`config.mk`:
```
export PLATFORM = sky130hd
export DESIGN_NAME = fpLdStConvert
export DESIGN_NICKNAME = d
export VERILOG_FILES = /design/src/hdl/fpFormatPkg.sv /design/src/hdl/fpNativePkg.sv /design/src/hdl/leadingOneFind.sv /design/src/hdl/loadConvert.sv /design/src/hdl/storeConvert.sv /design/src/hdl/fpLdStConvert.sv
export SDC_FILE = /design/constraint.sdc
export NUM_CORES = 1
export LEC_CHECK = 0
export BUFFER_PORTS_ARGS = -buffer_cell sky130_fd_sc_hd__buf_2
export CAP_MARGIN = 20
export CORE_ASPECT_RATIO = 0.75
export CORE_MARGIN = 2
export CORE_UTILIZATION = 53
export CTS_CLUSTER_SIZE = 25
export DETAILED_ROUTE_END_ITERATION = 6
export PLACE_DENSITY = 0.77
export REMOVE_ABC_BUFFERS = 1
export SLEW_MARGIN = 10
export SYNTH_ARGS = -nofsm -noshare
export SYNTH_HDL_FRONTEND = slang
export SYNTH_SLANG_ARGS = --single-unit
```
`constraint.sdc`:
```
create_clock -name clk -period 1.1 [get_ports clk]
set_clock_uncertainty 0.2 [all_clocks]
set_input_delay 0.055 -clock clk [delete_from_list [all_inputs] [get_ports clk]]
set_output_delay 0.055 -clock clk [all_outputs]
set_load 0.01 [all_outputs]
```
`src/hdl/fpFormatPkg.sv`:
```
// memory formats: data bus width, single and double field widths, biases, format selector
package fpFormatPkg;

  // memory data bus, a single sits in the low half
  localparam int MEM_WIDTH = 64;

  // IEEE single fields
  localparam int SGL_EXP_W  = 8;
  localparam int SGL_FRAC_W = 23;

  // IEEE double fields
  localparam int DBL_EXP_W  = 11;
  localparam int DBL_FRAC_W = 52;

  // exponent biases of the memory formats
  localparam int SGL_BIAS = 127;
  localparam int DBL_BIAS = 1023;

  // memory format of one load or store transfer
  typedef enum logic {
    FMT_SINGLE = 1'b0,
    FMT_DOUBLE = 1'b1
  } memFmtT;

endpackage

```
`src/hdl/fpNativePkg.sv`:
```
// native register format: field widths, exponent bias, special exponent code, helper widths
package fpNativePkg;

  // sign, exponent, significand from the top down
  localparam int NAT_WIDTH = 80;
  localparam int NAT_EXP_W = 15;

  // significand with the explicit integer bit at its top
  localparam int NAT_SIG_W = 64;

  // fraction bits below the integer bit
  localparam int NAT_FRAC_W = NAT_SIG_W - 1;

  localparam int NAT_BIAS = 16383;

  // all ones exponent marks infinity or NaN
  localparam logic [NAT_EXP_W-1:0] NAT_EXP_MAX = '1;

  // shift counts across the whole significand
  localparam int NAT_SHIFT_W = $clog2(NAT_SIG_W);

  // signed width for rebiased exponents, with headroom for under and overflow
  localparam int NAT_CALC_W = NAT_EXP_W + 2;

endpackage

```
`src/hdl/leadingOneFind.sv`:
```
// priority encoder returning the index of the highest set bit
`timescale 1ns/1ps

module leadingOneFind #(
  parameter int WIDTH = 8
) (
  input  logic [WIDTH-1:0]         vec,
  output logic [$clog2(WIDTH)-1:0] pos,
  output logic                     found
);

  // scan upward so the most significant set bit wins
  always_comb begin
    pos   = '0;
    found = 1'b0;
    for (int i = 0; i < WIDTH; i++) begin
      if (vec[i]) begin
        pos   = i[$clog2(WIDTH)-1:0];
        found = 1'b1;
      end
    end
  end

endmodule

```
`src/hdl/loadConvert.sv`:
```
// registered widening of a memory single or double into the native format
`timescale 1ns/1ps

module loadConvert
  import fpFormatPkg::*;
  import fpNativePkg::*;
(
  input  logic                 clk,
  input  logic                 rstN,
  input  logic                 ldValid,
  input  memFmtT               ldFmt,
  input  logic [MEM_WIDTH-1:0] ldData,
  output logic                 ldResValid,
  output logic [NAT_WIDTH-1:0] ldRes
);

  // fractions placed directly under the integer bit
  logic [NAT_FRAC_W-1:0] sglFracAl;
  logic [NAT_FRAC_W-1:0] dblFracAl;

  logic [$clog2(SGL_FRAC_W)-1:0] sglPos;
  logic [$clog2(DBL_FRAC_W)-1:0] dblPos;
  logic                          sglFound;
  logic                          dblFound;

  // format-independent view of the selected input
  logic                   sign;
  logic [NAT_EXP_W-1:0]   memExp;
  logic                   expMax;
  logic [NAT_FRAC_W-1:0]  fracAl;
  logic                   fracFound;
  logic [NAT_SHIFT_W-1:0] normShift;
  logic [NAT_EXP_W-1:0]   rebias;

  logic [NAT_EXP_W-1:0] natExp;
  logic [NAT_SIG_W-1:0] natSig;

  assign sglFracAl = {ldData[SGL_FRAC_W-1:0], {(NAT_FRAC_W-SGL_FRAC_W){1'b0}}};
  assign dblFracAl = {ldData[DBL_FRAC_W-1:0], {(NAT_FRAC_W-DBL_FRAC_W){1'b0}}};

  // leading one of each fraction is only consulted for denormals
  leadingOneFind #(.WIDTH(DBL_FRAC_W)) u_dblLead (
    .vec   (ldData[DBL_FRAC_W-1:0]),
    .pos   (dblPos),
    .found (dblFound)
  );

  leadingOneFind #(.WIDTH(SGL_FRAC_W)) u_sglLead (
    .vec   (ldData[SGL_FRAC_W-1:0]),
    .pos   (sglPos),
    .found (sglFound)
  );

  always_comb begin
    if (ldFmt == FMT_DOUBLE) begin
      sign      = ldData[MEM_WIDTH-1];
      memExp    = NAT_EXP_W'(ldData[DBL_FRAC_W +: DBL_EXP_W]);
      expMax    = &ldData[DBL_FRAC_W +: DBL_EXP_W];
      fracAl    = dblFracAl;
      fracFound = dblFound;
      normShift = NAT_SHIFT_W'(DBL_FRAC_W) - NAT_SHIFT_W'(dblPos);
      rebias    = NAT_EXP_W'(NAT_BIAS - DBL_BIAS);
    end else begin
      sign      = ldData[SGL_EXP_W+SGL_FRAC_W];
      memExp    = NAT_EXP_W'(ldData[SGL_FRAC_W +: SGL_EXP_W]);
      expMax    = &ldData[SGL_FRAC_W +: SGL_EXP_W];
      fracAl    = sglFracAl;
      fracFound = sglFound;
      normShift = NAT_SHIFT_W'(SGL_FRAC_W) - NAT_SHIFT_W'(sglPos);
      rebias    = NAT_EXP_W'(NAT_BIAS - SGL_BIAS);
    end
  end

  // normal numbers by default with specials overriding
  always_comb begin
    natExp = memExp + rebias;
    natSig = {1'b1, fracAl};
    if (expMax) begin
      // infinity or NaN keeps its fraction
      natExp = NAT_EXP_MAX;
    end else if (memExp == '0) begin
      if (fracFound) begin
        // move a denormal's leading one up to the integer bit
        natExp = rebias + NAT_EXP_W'(1) - NAT_EXP_W'(normShift);
        natSig = {1'b0, fracAl} << normShift;
      end else begin
        natExp = '0;
        natSig = '0;
      end
    end
  end

  always_ff @(posedge clk or negedge rstN) begin
    if (!rstN) begin
      ldResValid <= 1'b0;
      ldRes      <= '0;
    end else begin
      ldResValid <= ldValid;
      if (ldValid) begin
        ldRes <= {sign, natExp, natSig};
      end
    end
  end

endmodule

```
`src/hdl/storeConvert.sv`:
```
// registered narrowing of a native value into a memory single or double
`timescale 1ns/1ps

module storeConvert
  import fpFormatPkg::*;
  import fpNativePkg::*;
(
  input  logic                 clk,
  input  logic                 rstN,
  input  logic                 stValid,
  input  memFmtT               stFmt,
  input  logic [NAT_WIDTH-1:0] stData,
  output logic                 stResValid,
  output logic [MEM_WIDTH-1:0] stRes
);

  // native fields
  logic                 sign;
  logic [NAT_EXP_W-1:0] natExp;
  logic [NAT_SIG_W-1:0] sig;
  logic                 natExpMax;
  logic                 fracNonZero;

  // limits of the selected memory format
  logic signed [NAT_CALC_W-1:0] memBias;
  logic signed [NAT_CALC_W-1:0] memExpMax;
  logic signed [NAT_CALC_W-1:0] denLow;

  logic signed [NAT_CALC_W-1:0] reExp;
  logic [NAT_SHIFT_W-1:0]       denShift;
  logic [NAT_SIG_W-1:0]         shiftedSig;

  // results built at double width with a single in the top fraction bits
  logic [DBL_FRAC_W-1:0] truncFrac;
  logic [DBL_FRAC_W-1:0] denFrac;
  logic [DBL_EXP_W-1:0]  outExp;
  logic [DBL_FRAC_W-1:0] outFrac;
  logic [MEM_WIDTH-1:0]  memWord;

  assign sign        = stData[NAT_WIDTH-1];
  assign natExp      = stData[NAT_SIG_W +: NAT_EXP_W];
  assign sig         = stData[NAT_SIG_W-1:0];
  assign natExpMax   = natExp == NAT_EXP_MAX;
  assign fracNonZero = |sig[NAT_FRAC_W-1:0];

  always_comb begin
    if (stFmt == FMT_DOUBLE) begin
      memBias   = NAT_CALC_W'(DBL_BIAS);
      memExpMax = NAT_CALC_W'((1 << DBL_EXP_W) - 1);
      denLow    = NAT_CALC_W'(1 - DBL_FRAC_W);
    end else begin
      memBias   = NAT_CALC_W'(SGL_BIAS);
      memExpMax = NAT_CALC_W'((1 << SGL_EXP_W) - 1);
      denLow    = NAT_CALC_W'(1 - SGL_FRAC_W);
    end
  end

  // memory exponent that may fall below zero or past the maximum
  assign reExp = signed'(NAT_CALC_W'(natExp)) - NAT_CALC_W'(NAT_BIAS) + memBias;

  // only meaningful inside the denormal range where it runs from 1 to the fraction width
  assign denShift   = NAT_SHIFT_W'(1 - reExp);
  assign shiftedSig = sig >> denShift;

  // excess precision is dropped without rounding
  assign truncFrac = sig[NAT_FRAC_W-1 -: DBL_FRAC_W];
  assign denFrac   = shiftedSig[NAT_FRAC_W-1 -: DBL_FRAC_W];

  always_comb begin
    outExp  = '0;
    outFrac = '0;
    if (natExpMax && fracNonZero) begin
      // NaN leaves quiet
      outExp                = '1;
      outFrac               = truncFrac;
      outFrac[DBL_FRAC_W-1] = 1'b1;
    end else if (natExpMax || reExp >= memExpMax) begin
      outExp = '1;
    end else if (reExp > 0) begin
      outExp  = DBL_EXP_W'(reExp);
      outFrac = truncFrac;
    end else if (reExp >= denLow) begin
      outFrac = denFrac;
    end
    // anything lower stays signed zero
  end

  always_comb begin
    if (stFmt == FMT_DOUBLE) begin
      memWord = {sign, outExp, outFrac};
    end else begin
      memWord = {{(MEM_WIDTH-1-SGL_EXP_W-SGL_FRAC_W){1'b0}}, sign,
                 outExp[SGL_EXP_W-1:0], outFrac[DBL_FRAC_W-1 -: SGL_FRAC_W]};
    end
  end

  always_ff @(posedge clk or negedge rstN) begin
    if (!rstN) begin
      stResValid <= 1'b0;
      stRes      <= '0;
    end else begin
      stResValid <= stValid;
      if (stValid) begin
        stRes <= memWord;
      end
    end
  end

endmodule

```
`src/hdl/fpLdStConvert.sv`:
```
// top level with independent load and store format converters
`timescale 1ns/1ps

module fpLdStConvert
  import fpFormatPkg::*;
  import fpNativePkg::*;
(
  input  logic                 clk,
  input  logic                 rstN,

  // load path from memory to native
  input  logic                 ldValid,
  input  memFmtT               ldFmt,
  input  logic [MEM_WIDTH-1:0] ldData,
  output logic                 ldResValid,
  output logic [NAT_WIDTH-1:0] ldRes,

  // store path from native to memory
  input  logic                 stValid,
  input  memFmtT               stFmt,
  input  logic [NAT_WIDTH-1:0] stData,
  output logic                 stResValid,
  output logic [MEM_WIDTH-1:0] stRes
);

  loadConvert u_load (
    .clk        (clk),
    .rstN       (rstN),
    .ldValid    (ldValid),
    .ldFmt      (ldFmt),
    .ldData     (ldData),
    .ldResValid (ldResValid),
    .ldRes      (ldRes)
  );

  storeConvert u_store (
    .clk        (clk),
    .rstN       (rstN),
    .stValid    (stValid),
    .stFmt      (stFmt),
    .stData     (stData),
    .stResValid (stResValid),
    .stRes      (stRes)
  );

endmodule

```
==> results of run 1 <==
==> routing by layer <==
layer	GRT usage [%]	overflow
met5	58.9	1
met4	83.5	77
met3	80.3	6
met2	96.0	86
met1	88.6	4
==> repair_timing <==
item | in CTS
setup buffers | 91
pin swaps | 205
hold buffers | 45
gates resized for setup | 591
hold endpoints to repair | 210
setup endpoints to repair | 265
gates cloned | 15
==> per-stage QoR <==
stage	cell area (µm²)	worst slack, ns	TNS [ns]
3_3_place_gp	22900	-3.17	-367.25
4_1_cts	27600	-2.51	-308.52
3_5_place_dp	22900	-3.30	-384.97
2_1_floorplan	15100	-5.93	-618.81
==> logic make-up after synthesis <==
kind of cell	count (synthesis)
AOI/OAI and AO/OA	694
xor gates and xnor gates	25
adders and majority gates	20
buffers and inverters	239
DFF	134
muxes	240
other	1
and+or+nand+nor	664
==> synth_stat cells, types with 15 or more instances <==
library cell | count | area (µm²)
nand2_1 | 159 | 597
nor4_1 | 43 | 269
o211ai_1 | 36 | 270
o22ai_1 | 16 | 100
o21ai_0 | 151 | 756
buf_1 | 23 | 86.3
nand4_1 | 27 | 169
or4_1 | 15 | 113
o31ai_1 | 16 | 120
a211oi_1 | 54 | 405
o2bb2ai_1 | 24 | 210
and3_1 | 20 | 125
a21oi_1 | 149 | 746
a221oi_1 | 28 | 245
dfrtp_1 | 134 | 3350
mux2i_1 | 130 | 1300
mux2_2 | 49 | 552
buf_4 | 16 | 120
nand3_1 | 54 | 270
a21o_1 | 15 | 113
o21ai_1 | 17 | 85.1
buf_2 | 30 | 150
nor2b_1 | 18 | 113
o21a_1 | 15 | 113
ha_1 | 20 | 250
mux4_2 | 61 | 1370
nor3_1 | 50 | 250
a31oi_1 | 31 | 194
nand2b_1 | 15 | 93.8
inv_1 | 44 | 165
xnor2_1 | 15 | 131
nor2_1 | 207 | 777
clkbuf_1 | 121 | 454
a22oi_1 | 24 | 180
==> results.toml, run 1 <==
[run_status]
run_status = "aborted with a tool error"
stop_stage = "global routing"
first-error = "[ERROR GRT-0116] Global routing finished with congestion. Check the congestion regions in the DRC Viewer."

[synthesis]
synth_seq_cells = 134
syn-cell-area_um2 = 15900
synth_top_family_by_area = "compound AO/OA/AOI/OAI gates"
yosys.area_share.simple_pct = 20.1
ys_types = 88
yosys_warnings = 0
synth_flop_cell = "dfrtp_1"
synthCells = 2017
synthAdderAreaFrac_pct = 1.57
synth.mux.area_fraction_pct = 20.3
synth-edff-count = 0
synth-seq-area-share_pct = 21.1
synth.avg_cell_area_um2 = 7.90
synth_xor_xnor_area_share_pct = 1.37
async_flop_share_pct = 100
synth_compound_area_share_pct = 29.2

[clock_tree]
cts-root-buf = "clkbuf_16"
cts_buffers = 17
h-tree-depth = 4
cts.sinks = 134
clockBufferDepth = 2

[place]
io_buffers = 284
routabilityCongestion = 1.25
dpl.cell_count = 3227
hpwl_um = 67400

[floorplan]
row_count = 54
initial_utilization_pct = 54.3
die_w_um = 204
io_pins = 296
dieHeight_um = 154

[global_route]
grt_overflow = 174
first_global_vias = 32200
grt_max_degree = 66
grtUsageTotal_pct = 87.4
grt_pass1_wl_um = 208000
==> run 2: changes to the inputs <==
CORE_ASPECT_RATIO = unset   (was 0.75)
CORE_UTILIZATION = 40   (was 53)
CTS_CLUSTER_SIZE = unset   (was 25)
PLACE_DENSITY = unset   (was 0.77)
PLACE_DENSITY_LB_ADDON = 0.15   (was unset)
clock period = 1.4 ns   (was 1.1 ns; I/O delays follow)
==> run 2 against run 1 <==
  * The flow now finishes, with violations (DRC, hold timing, setup timing)
  * Synthesized area did not move
  * Synthesized cell count did not move
==> results.toml, run 2 <==
[synthesis]
synth-seq-area-share_pct = 21.1
synth_top_family_by_area = "compound AO/OA/AOI/OAI gates"
async_flop_share_pct = 100
syn-cell-area_um2 = 15900
yosys_warnings = 0
yosysMostFrequentCell = "nor2_1"
synth_seq_cells = 134
synth_compound_area_share_pct = 29.2
synth.avg_cell_area_um2 = 7.90
synthCells = 2017
synth_xor_xnor_area_share_pct = 1.37
yosys.area_share.simple_pct = 20.1
yosys.area.top_type = "dfrtp_1"
ys_top_cells_by_area = "dfrtp_1 (21%), mux4_2 (8.6%), mux2i_1 (8.2%)"
synthAdderAreaFrac_pct = 1.57
synth.mux.area_fraction_pct = 20.3
synthTopCellsByCount = "nor2_1 (207), nand2_1 (159), o21ai_0 (151)"
synth_flop_cell = "dfrtp_1"
synth-edff-count = 0
synth_top_area_share_pct = 21.1
ys_types = 88

[clock_tree]
h-tree-depth = 4
clockBufferDepth = 2
cts_buffers = 17
cts-root-buf = "clkbuf_16"
cts.reportedPaths.clkPinSlew_ns = 0.06
cts_tree = "done"
cts.sinks = 134
insertion_delay_ns = 0.47

[place]
pre_cts_ws_ns = -3.23
dpl.cell_count = 3377
io_buffers = 284
hpwl_um = 74000
routabilityCongestion = 1.06

[setup_path]
required_ns = 1.55
crit_buf_inv = 5
critPathMaxFanout = 6
r2r_end = "u_load.ldRes[62]"
rr_startpoint = "u_load.ldRes[62]"
crit_type = "input pin to flip-flop"
cp.arrival_ns = 3.84
worstSetupStartpointType = "input pin"
crit_chain = "buf_6 -> nand2b_4 -> a221o_1 -> a2111oi_2 -> buf_4 -> o32a_1 -> o211a_1 -> inv_2 -> ha_4 -> buf_12 -> buf_6 -> mux2i_4 -> nand2b_4 -> mux2i_1 -> o21ai_1 -> nor3_1 -> a211o_1 -> a221oi_4 -> nor2_1"
cp_top_family = "compound AO/OA/AOI/OAI gates"
crit_slowest_cell = "a221oi_4"
reg2reg_slack_ns = 0.01
ff2ff_path_depth = 5
setup.worst_path.end_class = "flip-flop"
cpPeakStageDelay_ns = 0.40

[power_and_ir_drop]
power_density_nw_per_um2 = 829
leakage_uw = 0.0125
ir_drop_v = 0.00108

[sta]
setup_viol = 155
maxSlewHeadroom_pct = 43.8
fin_crit_ns = 3.68
finalCritPeriodShare_pct = 263
rsz0062_at_grt = "yes"
clock.fmax_mhz = 271
maxSlewViolCount = 0
finalHoldViolations = 2
fin_ws_ns = -2.28
worst_pin_slew_ns = 0.842
holdWs_ns = -0.0256

[drt]
vias = 23200
wire_per_inst_um = 28.1
drtPass1Iterations = 7
via_per_inst = 6.49
drtAntennaViolNets = 0
drt_wl_total_um = 100000
drt_iter0_drc = 2571
route.detailed.drc = 1

[cells_and_area]
n_fill_cell = 3101
reg_top3 = "u_load.ldRes: 68 flops, u_store.stRes: 64 flops"
final_cell_mix = "buf_4 (707), buf_2 (272), nor2_1 (190)"
largest_reg_flops = 68
fin_cells = 3580
multi_input_area_um2 = 13800
regArea_um2 = 3350
num-nets-final = 3209
layout_commonest_cell = "buf_4"
drive_gt1_share_pct = 52.3
largest-register = "u_load.ldRes"
areaGrowthSynthToFinish_pct = 75.7

[global_route]
first_global_vias = 22800
grt_max_degree = 59
antenna_found_initial = 3
grt_overflow = 0
grtUsageTotal_pct = 47.1
grt_pass1_wl_um = 145000

[floorplan]
dieHeight_um = 204
die_w_um = 204
fp.coreArea_um2 = 39500
initial_utilization_pct = 40.3
row_count = 73
io_pins = 296
die-area_um2 = 41400

[run_status]
run_status = "finished with violations"
failed_checks = "DRC, hold timing, setup timing"

[run]
drv_cap = 0

[hold_path]
min_to = "u_load.ldRes[64]"
min_path_cells = 4
worstHoldStart = "ldFmt"
hold_class = "input pin to flip-flop"
-- run 2: cell counts after synthesis --
Identical to the previous run, type by type.
-- run 2: cells by family after synthesis --
kind of cell	count (synthesis)
AOI/OAI and AO/OA	694
and+or+nand+nor	664
muxes	240
buffers and inverters	239
DFF	134
xor gates and xnor gates	25
adders and majority gates	20
other	1
-- run 2: repair_timing --
action / in CTS / in global routing
endpoints found under the hold margin: 203 / 2
buffers inserted: 77 / 19
endpoints found under the setup margin: 131 / 209
pin swaps: 147 / 86
gates cloned: 11 / 0
hold buffers: 71 / 1
gates resized for setup: 464 / 138
-- run 2: through the flow --
step / util [%] / cell area (µm²) / TNS (ns) / total power, µW
6_report: 70.8 / 28000 / -255.84 / 23200
5_1_grt: 70.7 / 28000 / -272.26 / 23800
4_1_cts: 68.8 / 27200 / -252.07 / 22200
3_5_place_dp: 58.5 / 23100 / -357.38 / 15500
3_3_place_gp: 58.5 / 23100 / -353.08 / 15500
2_1_floorplan: - / 15100 / -581.76 / 9150
-- run 2: final cells by class --
class	instances	share of cell area, %
Sequential cell	134	12.0
Antenna cell	3	0.0268
Clock inverter	13	0.693
Multi-Input combinational cell	1657	49.4
Inverter	45	0.639
Clock buffer	19	1.62
Tap cell	525	2.35
Timing Repair Buffer	1184	33.3
-- run 2: tightest hold or removal path: cells and delay by family --
kind,cells,cell delay (ns)
AOI/OAI and AO/OA,2,0.24
buffers and inverters,1,0.14
and+or+nand+nor,1,0.14
-- run 2: how the worst max path moves through the flow --
stage	from	to	cells after the start
after floorplan	stData[64]	u_store.stRes[11]	13
after global placement	ldData[8]	u_load.ldRes[31]	19
final	ldData[2]	u_load.ldRes[31]	19
after CTS	stData[68]	u_store.stRes[1]	22
after detailed placement	ldData[8]	u_load.ldRes[31]	19
after global routing	ldData[2]	u_load.ldRes[49]	21
-- run 2: where the power goes --
group	internal, µW	leakage, µW	switching (µW)
combinational	6220	0.0105	7310
sequential	4190	0.00166	281
clock	3100	0.000315	2110
-- run 2: routing by layer --
layer / vias up / global-route usage, % / part of all wire [%]
li1: 9816 / - / -
met3: 609 / 10.7 / 9.6
met2: 1731 / 74.1 / 44
met5: - / 0 / 0.023
met1: 11100 / 54.4 / 36
met4: 4 / 40.4 / 11
(Power assumes the default switching activity.)
